==> src/verilog/oc_pkg.sv <==
package oc_pkg;

	localparam int NUM_BANKS = 4;
	localparam int NUM_REGS = 32;
	localparam int NUM_CU = 2;
	localparam int NUM_SLOTS = NUM_CU * 2;	// two sources per unit
	localparam int OPND_W = 32;
	localparam int IMM_W = 16;
	localparam int BANK_W = $clog2(NUM_BANKS);
	localparam int ROWS = NUM_REGS / NUM_BANKS;	// rows per bank
	localparam int ROW_W = $clog2(ROWS);

	typedef logic [$clog2(NUM_REGS)-1:0] reg_id_t;
	typedef logic [$clog2(NUM_SLOTS)-1:0] slot_id_t;
	typedef logic [$clog2(NUM_CU)-1:0] cu_id_t;
	typedef logic [BANK_W-1:0] bank_id_t;
	typedef logic [ROW_W-1:0] row_id_t;

	typedef struct packed {
		logic [1:0] tag;	// scoreboard id
		logic [3:0] alu_op;
		reg_id_t dst;
		reg_id_t src1;
		reg_id_t src2;
		logic src1_valid;
		logic src2_valid;
		logic [IMM_W-1:0] imm;
		logic imm_valid;	// imm stands in for src2
		logic [7:0] active_mask;
	} instr_t;

	typedef struct packed {
		logic valid;
		reg_id_t rid;
	} rd_req_t;

	typedef struct packed {
		logic valid;
		slot_id_t slot;	// slot that asked for this read
		logic [OPND_W-1:0] data;
	} bk_resp_t;

	typedef struct packed {
		logic valid;
		reg_id_t rid;
		logic [OPND_W-1:0] data;
	} wb_t;

	typedef struct packed {
		instr_t instr;
		logic [OPND_W-1:0] opnd_a;
		logic [OPND_W-1:0] opnd_b;
		cu_id_t cu;
	} exec_t;

	// low bits pick the bank, the rest pick the row
	function automatic bank_id_t bank_of(reg_id_t r);
		return r[BANK_W-1:0];
	endfunction

	function automatic row_id_t row_of(reg_id_t r);
		return r[$bits(reg_id_t)-1:BANK_W];
	endfunction

	function automatic slot_id_t slot_of(cu_id_t cu, logic k);
		return {cu, k};	// unit id times two plus source index
	endfunction

endpackage

==> src/verilog/reg_bank.sv <==
`timescale 1ns/1ps

module reg_bank (
	input logic clk,
	input logic rst,
	input logic rd_en,
	input oc_pkg::row_id_t rd_row,
	output logic [oc_pkg::OPND_W-1:0] rd_data,
	input logic wr_en,
	input oc_pkg::row_id_t wr_row,
	input logic [oc_pkg::OPND_W-1:0] wr_data
);

	import oc_pkg::*;

	logic [OPND_W-1:0] mem [ROWS];

	// write port, rows come up as zero
	always_ff @(posedge clk)
	begin
		if (rst)
		begin
			for (int i = 0; i < ROWS; i++)
			begin
				mem[i] <= '0;
			end
		end
		else if (wr_en)
		begin
			mem[wr_row] <= wr_data;
		end
	end

	// registered read, same-row write still gives the old value
	always_ff @(posedge clk)
	begin
		if (rd_en)
		begin
			rd_data <= mem[rd_row];
		end
	end

endmodule

==> src/verilog/bank_arbiter.sv <==
`timescale 1ns/1ps

module bank_arbiter (
	input logic clk,
	input logic rst,
	input oc_pkg::rd_req_t req [oc_pkg::NUM_SLOTS],
	output logic [oc_pkg::NUM_SLOTS-1:0] grant,
	input oc_pkg::wb_t wb,
	output oc_pkg::bk_resp_t resp [oc_pkg::NUM_BANKS]
);

	import oc_pkg::*;

	logic [NUM_SLOTS-1:0] hit [NUM_BANKS];	// slots wanting each bank
	logic [NUM_SLOTS-1:0] win [NUM_BANKS];
	logic [NUM_BANKS-1:0] rd_en;
	row_id_t rd_row [NUM_BANKS];
	slot_id_t rd_slot [NUM_BANKS];
	logic [OPND_W-1:0] rd_data [NUM_BANKS];
	logic [NUM_BANKS-1:0] resp_vld;
	slot_id_t resp_slot [NUM_BANKS];

	always_comb
	begin
		grant = '0;
		for (int b = 0; b < NUM_BANKS; b++)
		begin
			for (int s = 0; s < NUM_SLOTS; s++)
			begin
				hit[b][s] = req[s].valid && (bank_of(req[s].rid) == bank_id_t'(b));
			end
			win[b] = hit[b] & (~hit[b] + NUM_SLOTS'(1));	// lowest slot wins
			rd_en[b] = |hit[b];
			rd_row[b] = '0;
			rd_slot[b] = '0;
			for (int s = 0; s < NUM_SLOTS; s++)
			begin
				if (win[b][s])
				begin
					rd_row[b] = row_of(req[s].rid);
					rd_slot[b] = slot_id_t'(s);
				end
			end
			grant = grant | win[b];
		end
	end

	always_ff @(posedge clk)
	begin
		if (rst)
			resp_vld <= '0;
		else
			resp_vld <= rd_en;
	end

	// tag travels alongside the bank read
	always_ff @(posedge clk)
	begin
		for (int b = 0; b < NUM_BANKS; b++)
		begin
			resp_slot[b] <= rd_slot[b];
		end
	end

	for (genvar b = 0; b < NUM_BANKS; b++)
	begin : g_bank
		reg_bank u_bank (
			.clk(clk),
			.rst(rst),
			.rd_en(rd_en[b]),
			.rd_row(rd_row[b]),
			.rd_data(rd_data[b]),
			.wr_en(wb.valid && (bank_of(wb.rid) == bank_id_t'(b))),
			.wr_row(row_of(wb.rid)),
			.wr_data(wb.data)
		);

		assign resp[b] = '{valid: resp_vld[b], slot: resp_slot[b], data: rd_data[b]};

		a_one_grant: assert property (@(posedge clk) disable iff (rst)
			$onehot0(grant & hit[b]));
	end

endmodule

==> src/verilog/collector_unit.sv <==
`timescale 1ns/1ps

module collector_unit #(
	parameter oc_pkg::cu_id_t cu_id = '0
) (
	input logic clk,
	input logic rst,
	input logic alloc,
	input oc_pkg::instr_t instr_in,
	output oc_pkg::rd_req_t req [2],
	input logic [1:0] grant,
	input oc_pkg::bk_resp_t resp [oc_pkg::NUM_BANKS],
	input logic rel,
	output logic busy,
	output logic rdy,
	output oc_pkg::exec_t exec_out
);

	import oc_pkg::*;

	instr_t instr;
	logic [1:0] pend;	// request not granted yet
	logic [1:0] need;	// operand not captured yet
	logic [1:0] need_in;
	logic [1:0] hit;
	logic [OPND_W-1:0] hit_data [2];
	logic [OPND_W-1:0] opnd [2];
	logic [OPND_W-1:0] imm_ext;

	assign need_in[0] = instr_in.src1_valid;
	assign need_in[1] = instr_in.src2_valid && !instr_in.imm_valid;	// imm replaces src2
	assign imm_ext = {{(OPND_W-IMM_W){instr_in.imm[IMM_W-1]}}, instr_in.imm};

	// pick out responses tagged with our slots
	always_comb
	begin
		for (int k = 0; k < 2; k++)
		begin
			hit[k] = 1'b0;
			hit_data[k] = '0;
			for (int b = 0; b < NUM_BANKS; b++)
			begin
				if (resp[b].valid && (resp[b].slot == slot_of(cu_id, k[0])))
				begin
					hit[k] = 1'b1;
					hit_data[k] = resp[b].data;
				end
			end
		end
	end

	always_ff @(posedge clk)
	begin
		if (rst)
		begin
			busy <= 1'b0;
			pend <= '0;
			need <= '0;
		end
		else if (alloc)
		begin
			busy <= 1'b1;
			pend <= need_in;
			need <= need_in;
		end
		else if (rel)
		begin
			busy <= 1'b0;
			pend <= '0;
			need <= '0;
		end
		else
		begin
			pend <= pend & ~grant;	// drop request once granted
			need <= need & ~hit;
		end
	end

	always_ff @(posedge clk)
	begin
		if (alloc)
		begin
			instr <= instr_in;
			opnd[0] <= '0;
			opnd[1] <= instr_in.imm_valid ? imm_ext : '0;
		end
		else
		begin
			for (int k = 0; k < 2; k++)
			begin
				if (need[k] && hit[k])
					opnd[k] <= hit_data[k];
			end
		end
	end

	assign req[0] = '{valid: busy && pend[0], rid: instr.src1};
	assign req[1] = '{valid: busy && pend[1], rid: instr.src2};
	assign rdy = busy && (need == '0);
	assign exec_out = '{instr: instr, opnd_a: opnd[0], opnd_b: opnd[1], cu: cu_id};

	a_alloc_free: assert property (@(posedge clk) disable iff (rst)
		alloc |-> !busy);

	// data only shows up for an operand that is still outstanding
	a_resp_expected: assert property (@(posedge clk) disable iff (rst)
		(|hit) |-> busy && ((hit & ~need) == '0) && ((hit & pend) == '0));

endmodule

==> src/verilog/oc_scheduler.sv <==
`timescale 1ns/1ps

module oc_scheduler (
	input logic clk,
	input logic rst,
	input logic issue_valid,
	input logic [oc_pkg::NUM_CU-1:0] busy,
	input logic [oc_pkg::NUM_CU-1:0] rdy,
	output logic issue_ready,
	output logic [oc_pkg::NUM_CU-1:0] alloc,
	output logic [oc_pkg::NUM_CU-1:0] rel,
	output logic exec_valid,
	output oc_pkg::cu_id_t exec_sel
);

	import oc_pkg::*;

	logic [NUM_CU-1:0] older [NUM_CU];	// older[i][j] means i came before j
	logic [NUM_CU-1:0] free;
	logic [NUM_CU-1:0] blocked;

	assign free = ~busy;
	assign issue_ready = |free;
	assign alloc = issue_valid ? (free & (~free + NUM_CU'(1))) : '0;	// lowest free unit

	// oldest ready unit goes to execute
	always_comb
	begin
		rel = '0;
		exec_sel = '0;
		for (int i = 0; i < NUM_CU; i++)
		begin
			blocked[i] = 1'b0;
			for (int j = 0; j < NUM_CU; j++)
			begin
				if (rdy[j] && older[j][i])
					blocked[i] = 1'b1;
			end
			if (rdy[i] && !blocked[i])
			begin
				rel[i] = 1'b1;
				exec_sel = cu_id_t'(i);
			end
		end
	end

	assign exec_valid = |rel;

	always_ff @(posedge clk)
	begin
		if (rst)
		begin
			for (int i = 0; i < NUM_CU; i++)
			begin
				older[i] <= '0;
			end
		end
		else
		begin
			for (int i = 0; i < NUM_CU; i++)
			begin
				if (alloc[i] || rel[i])
					older[i] <= '0;	// newcomer is younger than everyone
				else
					older[i] <= older[i] | alloc;
			end
		end
	end

	a_issue_ready: assert property (@(posedge clk) disable iff (rst)
		issue_valid |-> issue_ready);

	a_release: assert property (@(posedge clk) disable iff (rst)
		$onehot0(rel) && ((rel & ~rdy) == '0));

	// released unit must be free on the next cycle
	a_freed: assert property (@(posedge clk) disable iff (rst)
		(|rel) |=> ((busy & $past(rel)) == '0));

endmodule

==> src/verilog/operand_collector.sv <==
`timescale 1ns/1ps

module operand_collector (
	input logic clk,
	input logic rst,
	input logic issue_valid,
	input oc_pkg::instr_t issue_instr,
	output logic issue_ready,
	input oc_pkg::wb_t wb,
	output logic exec_valid,
	output oc_pkg::exec_t exec
);

	import oc_pkg::*;

	rd_req_t req [NUM_SLOTS];
	logic [NUM_SLOTS-1:0] grant;
	bk_resp_t resp [NUM_BANKS];	// broadcast to every unit
	logic [NUM_CU-1:0] busy;
	logic [NUM_CU-1:0] rdy;
	logic [NUM_CU-1:0] alloc;
	logic [NUM_CU-1:0] rel;
	exec_t cu_exec [NUM_CU];
	cu_id_t exec_sel;

	bank_arbiter u_arb (
		.clk(clk),
		.rst(rst),
		.req(req),
		.grant(grant),
		.wb(wb),
		.resp(resp)
	);

	for (genvar i = 0; i < NUM_CU; i++)
	begin : g_cu
		rd_req_t cu_req [2];
		logic [1:0] cu_grant;

		assign cu_grant[0] = grant[slot_of(cu_id_t'(i), 1'b0)];
		assign cu_grant[1] = grant[slot_of(cu_id_t'(i), 1'b1)];
		assign req[slot_of(cu_id_t'(i), 1'b0)] = cu_req[0];
		assign req[slot_of(cu_id_t'(i), 1'b1)] = cu_req[1];

		collector_unit #(
			.cu_id(cu_id_t'(i))
		) u_cu (
			.clk(clk),
			.rst(rst),
			.alloc(alloc[i]),
			.instr_in(issue_instr),
			.req(cu_req),
			.grant(cu_grant),
			.resp(resp),
			.rel(rel[i]),
			.busy(busy[i]),
			.rdy(rdy[i]),
			.exec_out(cu_exec[i])
		);
	end

	oc_scheduler u_sched (
		.clk(clk),
		.rst(rst),
		.issue_valid(issue_valid),
		.busy(busy),
		.rdy(rdy),
		.issue_ready(issue_ready),
		.alloc(alloc),
		.rel(rel),
		.exec_valid(exec_valid),
		.exec_sel(exec_sel)
	);

	assign exec = cu_exec[exec_sel];	// dispatched unit's bundle

endmodule

==> config.mk <==
export PLATFORM = sky130hd
export DESIGN_NAME = operand_collector
export DESIGN_NICKNAME = d
export VERILOG_FILES = /design/src/verilog/oc_pkg.sv /design/src/verilog/reg_bank.sv /design/src/verilog/bank_arbiter.sv /design/src/verilog/collector_unit.sv /design/src/verilog/oc_scheduler.sv /design/src/verilog/operand_collector.sv
export SDC_FILE = /design/constraint.sdc
export NUM_CORES = 2
export LEC_CHECK = 0
export ABC_AREA = 1
export BUFFER_PORTS_ARGS = -buffer_cell sky130_fd_sc_hd__buf_4
export CORE_ASPECT_RATIO = 1.75
export CORE_MARGIN = 2
export CORE_UTILIZATION = 45
export DETAILED_ROUTE_END_ITERATION = 8
export GPL_ROUTABILITY_DRIVEN = 0
export PLACE_DENSITY_LB_ADDON = 0.3
export SLEW_MARGIN = 20
export SYNTH_ARGS = -nofsm -noshare
export SYNTH_HDL_FRONTEND = slang
export SYNTH_HIERARCHICAL = 1
export SYNTH_SLANG_ARGS = --single-unit
==> constraint.sdc <==
create_clock -name clk -period 6.5 [get_ports clk]
set_clock_uncertainty 0.05 [all_clocks]
set_input_delay 0.975 -clock clk [delete_from_list [all_inputs] [get_ports clk]]
set_output_delay 0.975 -clock clk [all_outputs]
set_load 0.1 [all_outputs]
# == Yosys cells after proc, flatten, opt, wreduce, memory -nomap -nowiden ==
# Memories as Yosys holds them, arrays and structs flattened. A register that Yosys moved wholly into a read port is not among the register bits.
# Index checks and enable logic that the tools add are counted.
# Widths: inputs -> output; s select.
# classes
addsub,5
magnitude_cmp,1
eq_ne,27
mux,145
bitwise_logic,33
reduce_logical,81
# op_table
op,count
$mux 32,25
$mux 113,3
$reduce_or 32->1,4
$mux 1,76
$mux 3,20
$logic_and 1x1->1,53
$mux 2,21
$eq 2x2->1 const B,18
$logic_not 2->1,11
$eq 2x1->1 const B,9
$add 4x1->4 const B,4
$and 4x4->4,4
$not 4->4,4
$reduce_or 4->1,4
$not 2->2,6
$or 4x4->4,3
$and 2x2->2,5
$or 1x1->1,8
$or 2x2->2,2
$reduce_bool 2->1,2
$reduce_or 2->1,2
$logic_not 1->1,3
$add 2x1->2 const B,1
$ge 2x2->1 const B,1
other kinds (2),3
# word_totals
register_bits,110
ram_bits,1164
input_bits,89
output_inout_bits,115
elab_cells,327
memories,8
# memory_table
name,depth,width,rd,rd_clocked_by_memory_dff,write_ports,line,source
u_arb.g_bank[0].u_bank.mem,8,32,1,1,8,reg_bank.sv:16,logic [OPND_W-1:0] mem [ROWS];
u_arb.g_bank[1].u_bank.mem,8,32,1,1,8,reg_bank.sv:16,
u_arb.g_bank[2].u_bank.mem,8,32,1,1,8,reg_bank.sv:16,
u_arb.g_bank[3].u_bank.mem,8,32,1,1,8,reg_bank.sv:16,
g_cu[0].u_cu.opnd,2,32,2,0,2,collector_unit.sv:27,logic [OPND_W-1:0] opnd [2];
g_cu[1].u_cu.opnd,2,32,2,0,2,collector_unit.sv:27,
+2 memories,-,-,-,-,-,-,

# == Depth between registers and ports, before layout ==
# logic_depth
word_depth,14
ltp_mapped,17

# == Hierarchy ==
# Netlist, hierarchy kept.
# modules_own_cells
mod,n_inst,cells_per_inst,area_each_um2
reg_bank,4,1479,13533.0
collector_unit at g_cu[1].u_cu,1,882,6842.8
collector_unit at g_cu[0].u_cu,1,852,6812.8
operand_collector,1,365,1465.2
bank_arbiter,1,193,1098.6
oc_scheduler,1,32,252.7

# == Least setup slack after synthesis ==
# Ideal clock, no wire load.
# synth_path
path_kind,input to register
startpoint,in issue_valid
endpoint,mem g_cu[0].u_cu.opnd[0][0] (enable)
setup_ps,478
arrival_time_ps,3469
t_required_ps,5972
setup_slack_ps,2503
path_stages,6
cell_sequence,nand2_1 > inv_1 > inv_1 > nand3_4 > buf_2 > nand2_1
# synth_rtl
item,line,source
"start, declared",operand_collector.sv:6,"input logic issue_valid,"
"end, declared",collector_unit.sv:27,

==> run metrics <==
status complete, but fails checks; failing checks design-rule violations; Syn Std Cell Area 70,600 µm²; Critical-path top delay cell buf_4; die span in y 528 µm; synthesized flop and latch total 1,402; crit path cell chain nor3b_1, nand3_1, inv_4, buf_4, nand2_1, nand2_1, buf_4; Worst Path Max Fanout 93; Final Cell Area 76,900 µm²; GR Util met1 0.324; First DRT Iteration DRCs 5,994; area grow syn2layout 8.87%; Worst VDD drop 0.230 mV; First-pass DRT Iterations 9; Die W 303 µm; Syn Area/Cell 8.57 µm²; H-tree levels 3; detailed placer's ending HPWL 142,000 µm; met2 GRT Util 0.467; Post-Place Cells 10,135; Worst path max stage delay 860 ps; core area 156,000 µm²; Gate power share 0.088; DRC 1; Port Buf Inserts 203; GR peak layer met2; Post-DP Area 72,800 µm²; Distinct cells, synth 32; wire per inst 22.0 µm; Tmin final 4930 ps; Slew @ Worst Pin 1180 ps; GR met3 Demand/Resource 0.0485; Ports 204; GR Overflow Total 0; nets 8,310; post-route clock period utilization 0.758; Seq pwr share 0.534; fillers 14,537; WP data required 5470 ps; Clk pin slew, worst setup/hold paths 70 ps; dpl ws 1950 ps; clk buf depth 3; PD cells 256 nW/µm²; Seq/Total Area, Yosys 0.593; CTS tree done; CTS Sinks 1,402; row count 192; final-report setup violation count 0; most common cell after layout, fill and taps aside nand2_1; Initial Util 0.452; Fmax 203 MHz; Power, Total 19.7 mW; cell internal pwr 14.8 mW; vias per cell 5.34; Ys Warns 6; Crit path arrival time 3900 ps; vias in the first global route 52,969; via count 55,410; sw frac 0.250; CP Buf/Inv Count 3; most frequent cells in the layout nand2_1, edfxtp_1, inv_1; Slew Limit Fails 0; Setup Crit Path Kind reg -> out; final worst setup slack 1570 ps; Clock Tree Root clkbuf_16; CP top delay family buffers and inverters; clk_lat worst skew 780 ps; Core Util, Final 0.492; CTS buffer count 121; CTS hold repair buffers 0; Static Leak 35.8 nW; Die Footprint 160,000 µm²; gr usage total 0.281; Final Hold Fails 0; fin cells 10,371; CP startpoint kind flip-flop; max-cap violations 0; Setup TNS 0 ps; Max-Slew Margin vs Limit 0.210; Hold Path Class in -> reg; Clock power frac 0.378; RSZ-0062 raised after global routing no; element type at the critical path end output pin; cts repair resizes 0; first-pass GRT wire length 332,000 µm; largest net degree at the start of global routing 97; NetSw 4.92 mW; hold slack 344 ps; Post-DRT Antenna Nets 0; postcts setup bufs 0; final wirelength 228,000 µm; initial antenna violation count 11; Syn Inst Count 8,240; layout cells sized above 1 0.0745
-- sequential cells by signal (all words and copies together), names as in the netlist --
name                         cells
u_sched/older                    4
g_cu.u_cu/pend                   4
g_cu.u_cu/exec_out              96
u_arb/g_bank.u_bank/rd_data    128
g_cu.u_cu/opnd                 128
g_cu.u_cu/need                   4
g_cu.u_cu/busy                   2
u_arb/resp_slot                  8
u_arb/g_bank.u_bank/mem       1024
u_arb/resp_vld                   4
-- final cells by class --
type,instances,area (µm²),area share
diodes,8,20.0,0.000260
clock buffers,141,3140,0.0409
repair buffers,307,2300,0.0300
multi-input cells,5048,21100,0.274
inverters,1341,5040,0.0656
flip-flops and latches,1402,41900,0.545
well taps,2037,2550,0.0332
clock inverters,87,868,0.0113
-- cells in the mapped netlist, drive strengths merged --
library cell | count | area, µm²
dfxtp | 22 | 440
nand2 | 2786 | 10700
a31oi | 2 | 12.5
a21oi | 91 | 455
o21ai | 83 | 415
conb | 3 | 11.3
nor3b | 2 | 15.0
inv | 1340 | 5030
buf | 348 | 2350
nand3 | 754 | 3910
o21bai | 17 | 128
clkinv | 1 | 3.75
nand3b | 36 | 278
nor3 | 5 | 30.0
nand4 | 41 | 257
clkbuf | 104 | 390
nor2 | 1225 | 4760
edfxtp | 1380 | 41400
-- power groups by stage --
stage | Combinational [mW] | Clock [mW] | Sequential [mW]
after floorplan | 1.16 | 0 | 10.7
after global routing | 1.85 | 7.83 | 10.5
after detailed placement | 1.71 | 0 | 10.7
final | 1.72 | 7.44 | 10.5
after global placement | 1.70 | 0 | 10.7
after CTS | 1.72 | 7.52 | 10.5
-- cell families after synthesis --
logic type / after synthesis / share of synthesized area
compound gates: 193 / 0.0143
buf+inv: 1793 / 0.110
flops: 1402 / 0.593
other cells: 3 / 0.000159
simple gates: 4849 / 0.282
-- path summary, 6_finish.rpt --
check | endpoint | startpoint | depth (start not counted) | slack (ps)
worst max-delay path | exec[57] | g_cu[1].u_cu/busy | 7 | 1570
worst max register to register | u_arb/g_bank[3].u_bank/rd_data[2] | g_cu[0].u_cu/busy | 14 | 2340
worst min register to register | g_cu[0].u_cu/pend[1] | g_cu[0].u_cu/pend[1] | 2 | 450
worst min-delay path | g_cu[0].u_cu/exec_out[67] | issue_instr[2] | 1 | 340
-- metal layers --
metal  part of all wire  wire length [µm]  vias up
met1               0.35             80900    26170
met2               0.47            108000     3024
met3              0.089             20400      683
met4              0.085             19300        4
met5            0.00015                34        -
li1                   -                 -    25529
Power figures use the tool's default switching activity.
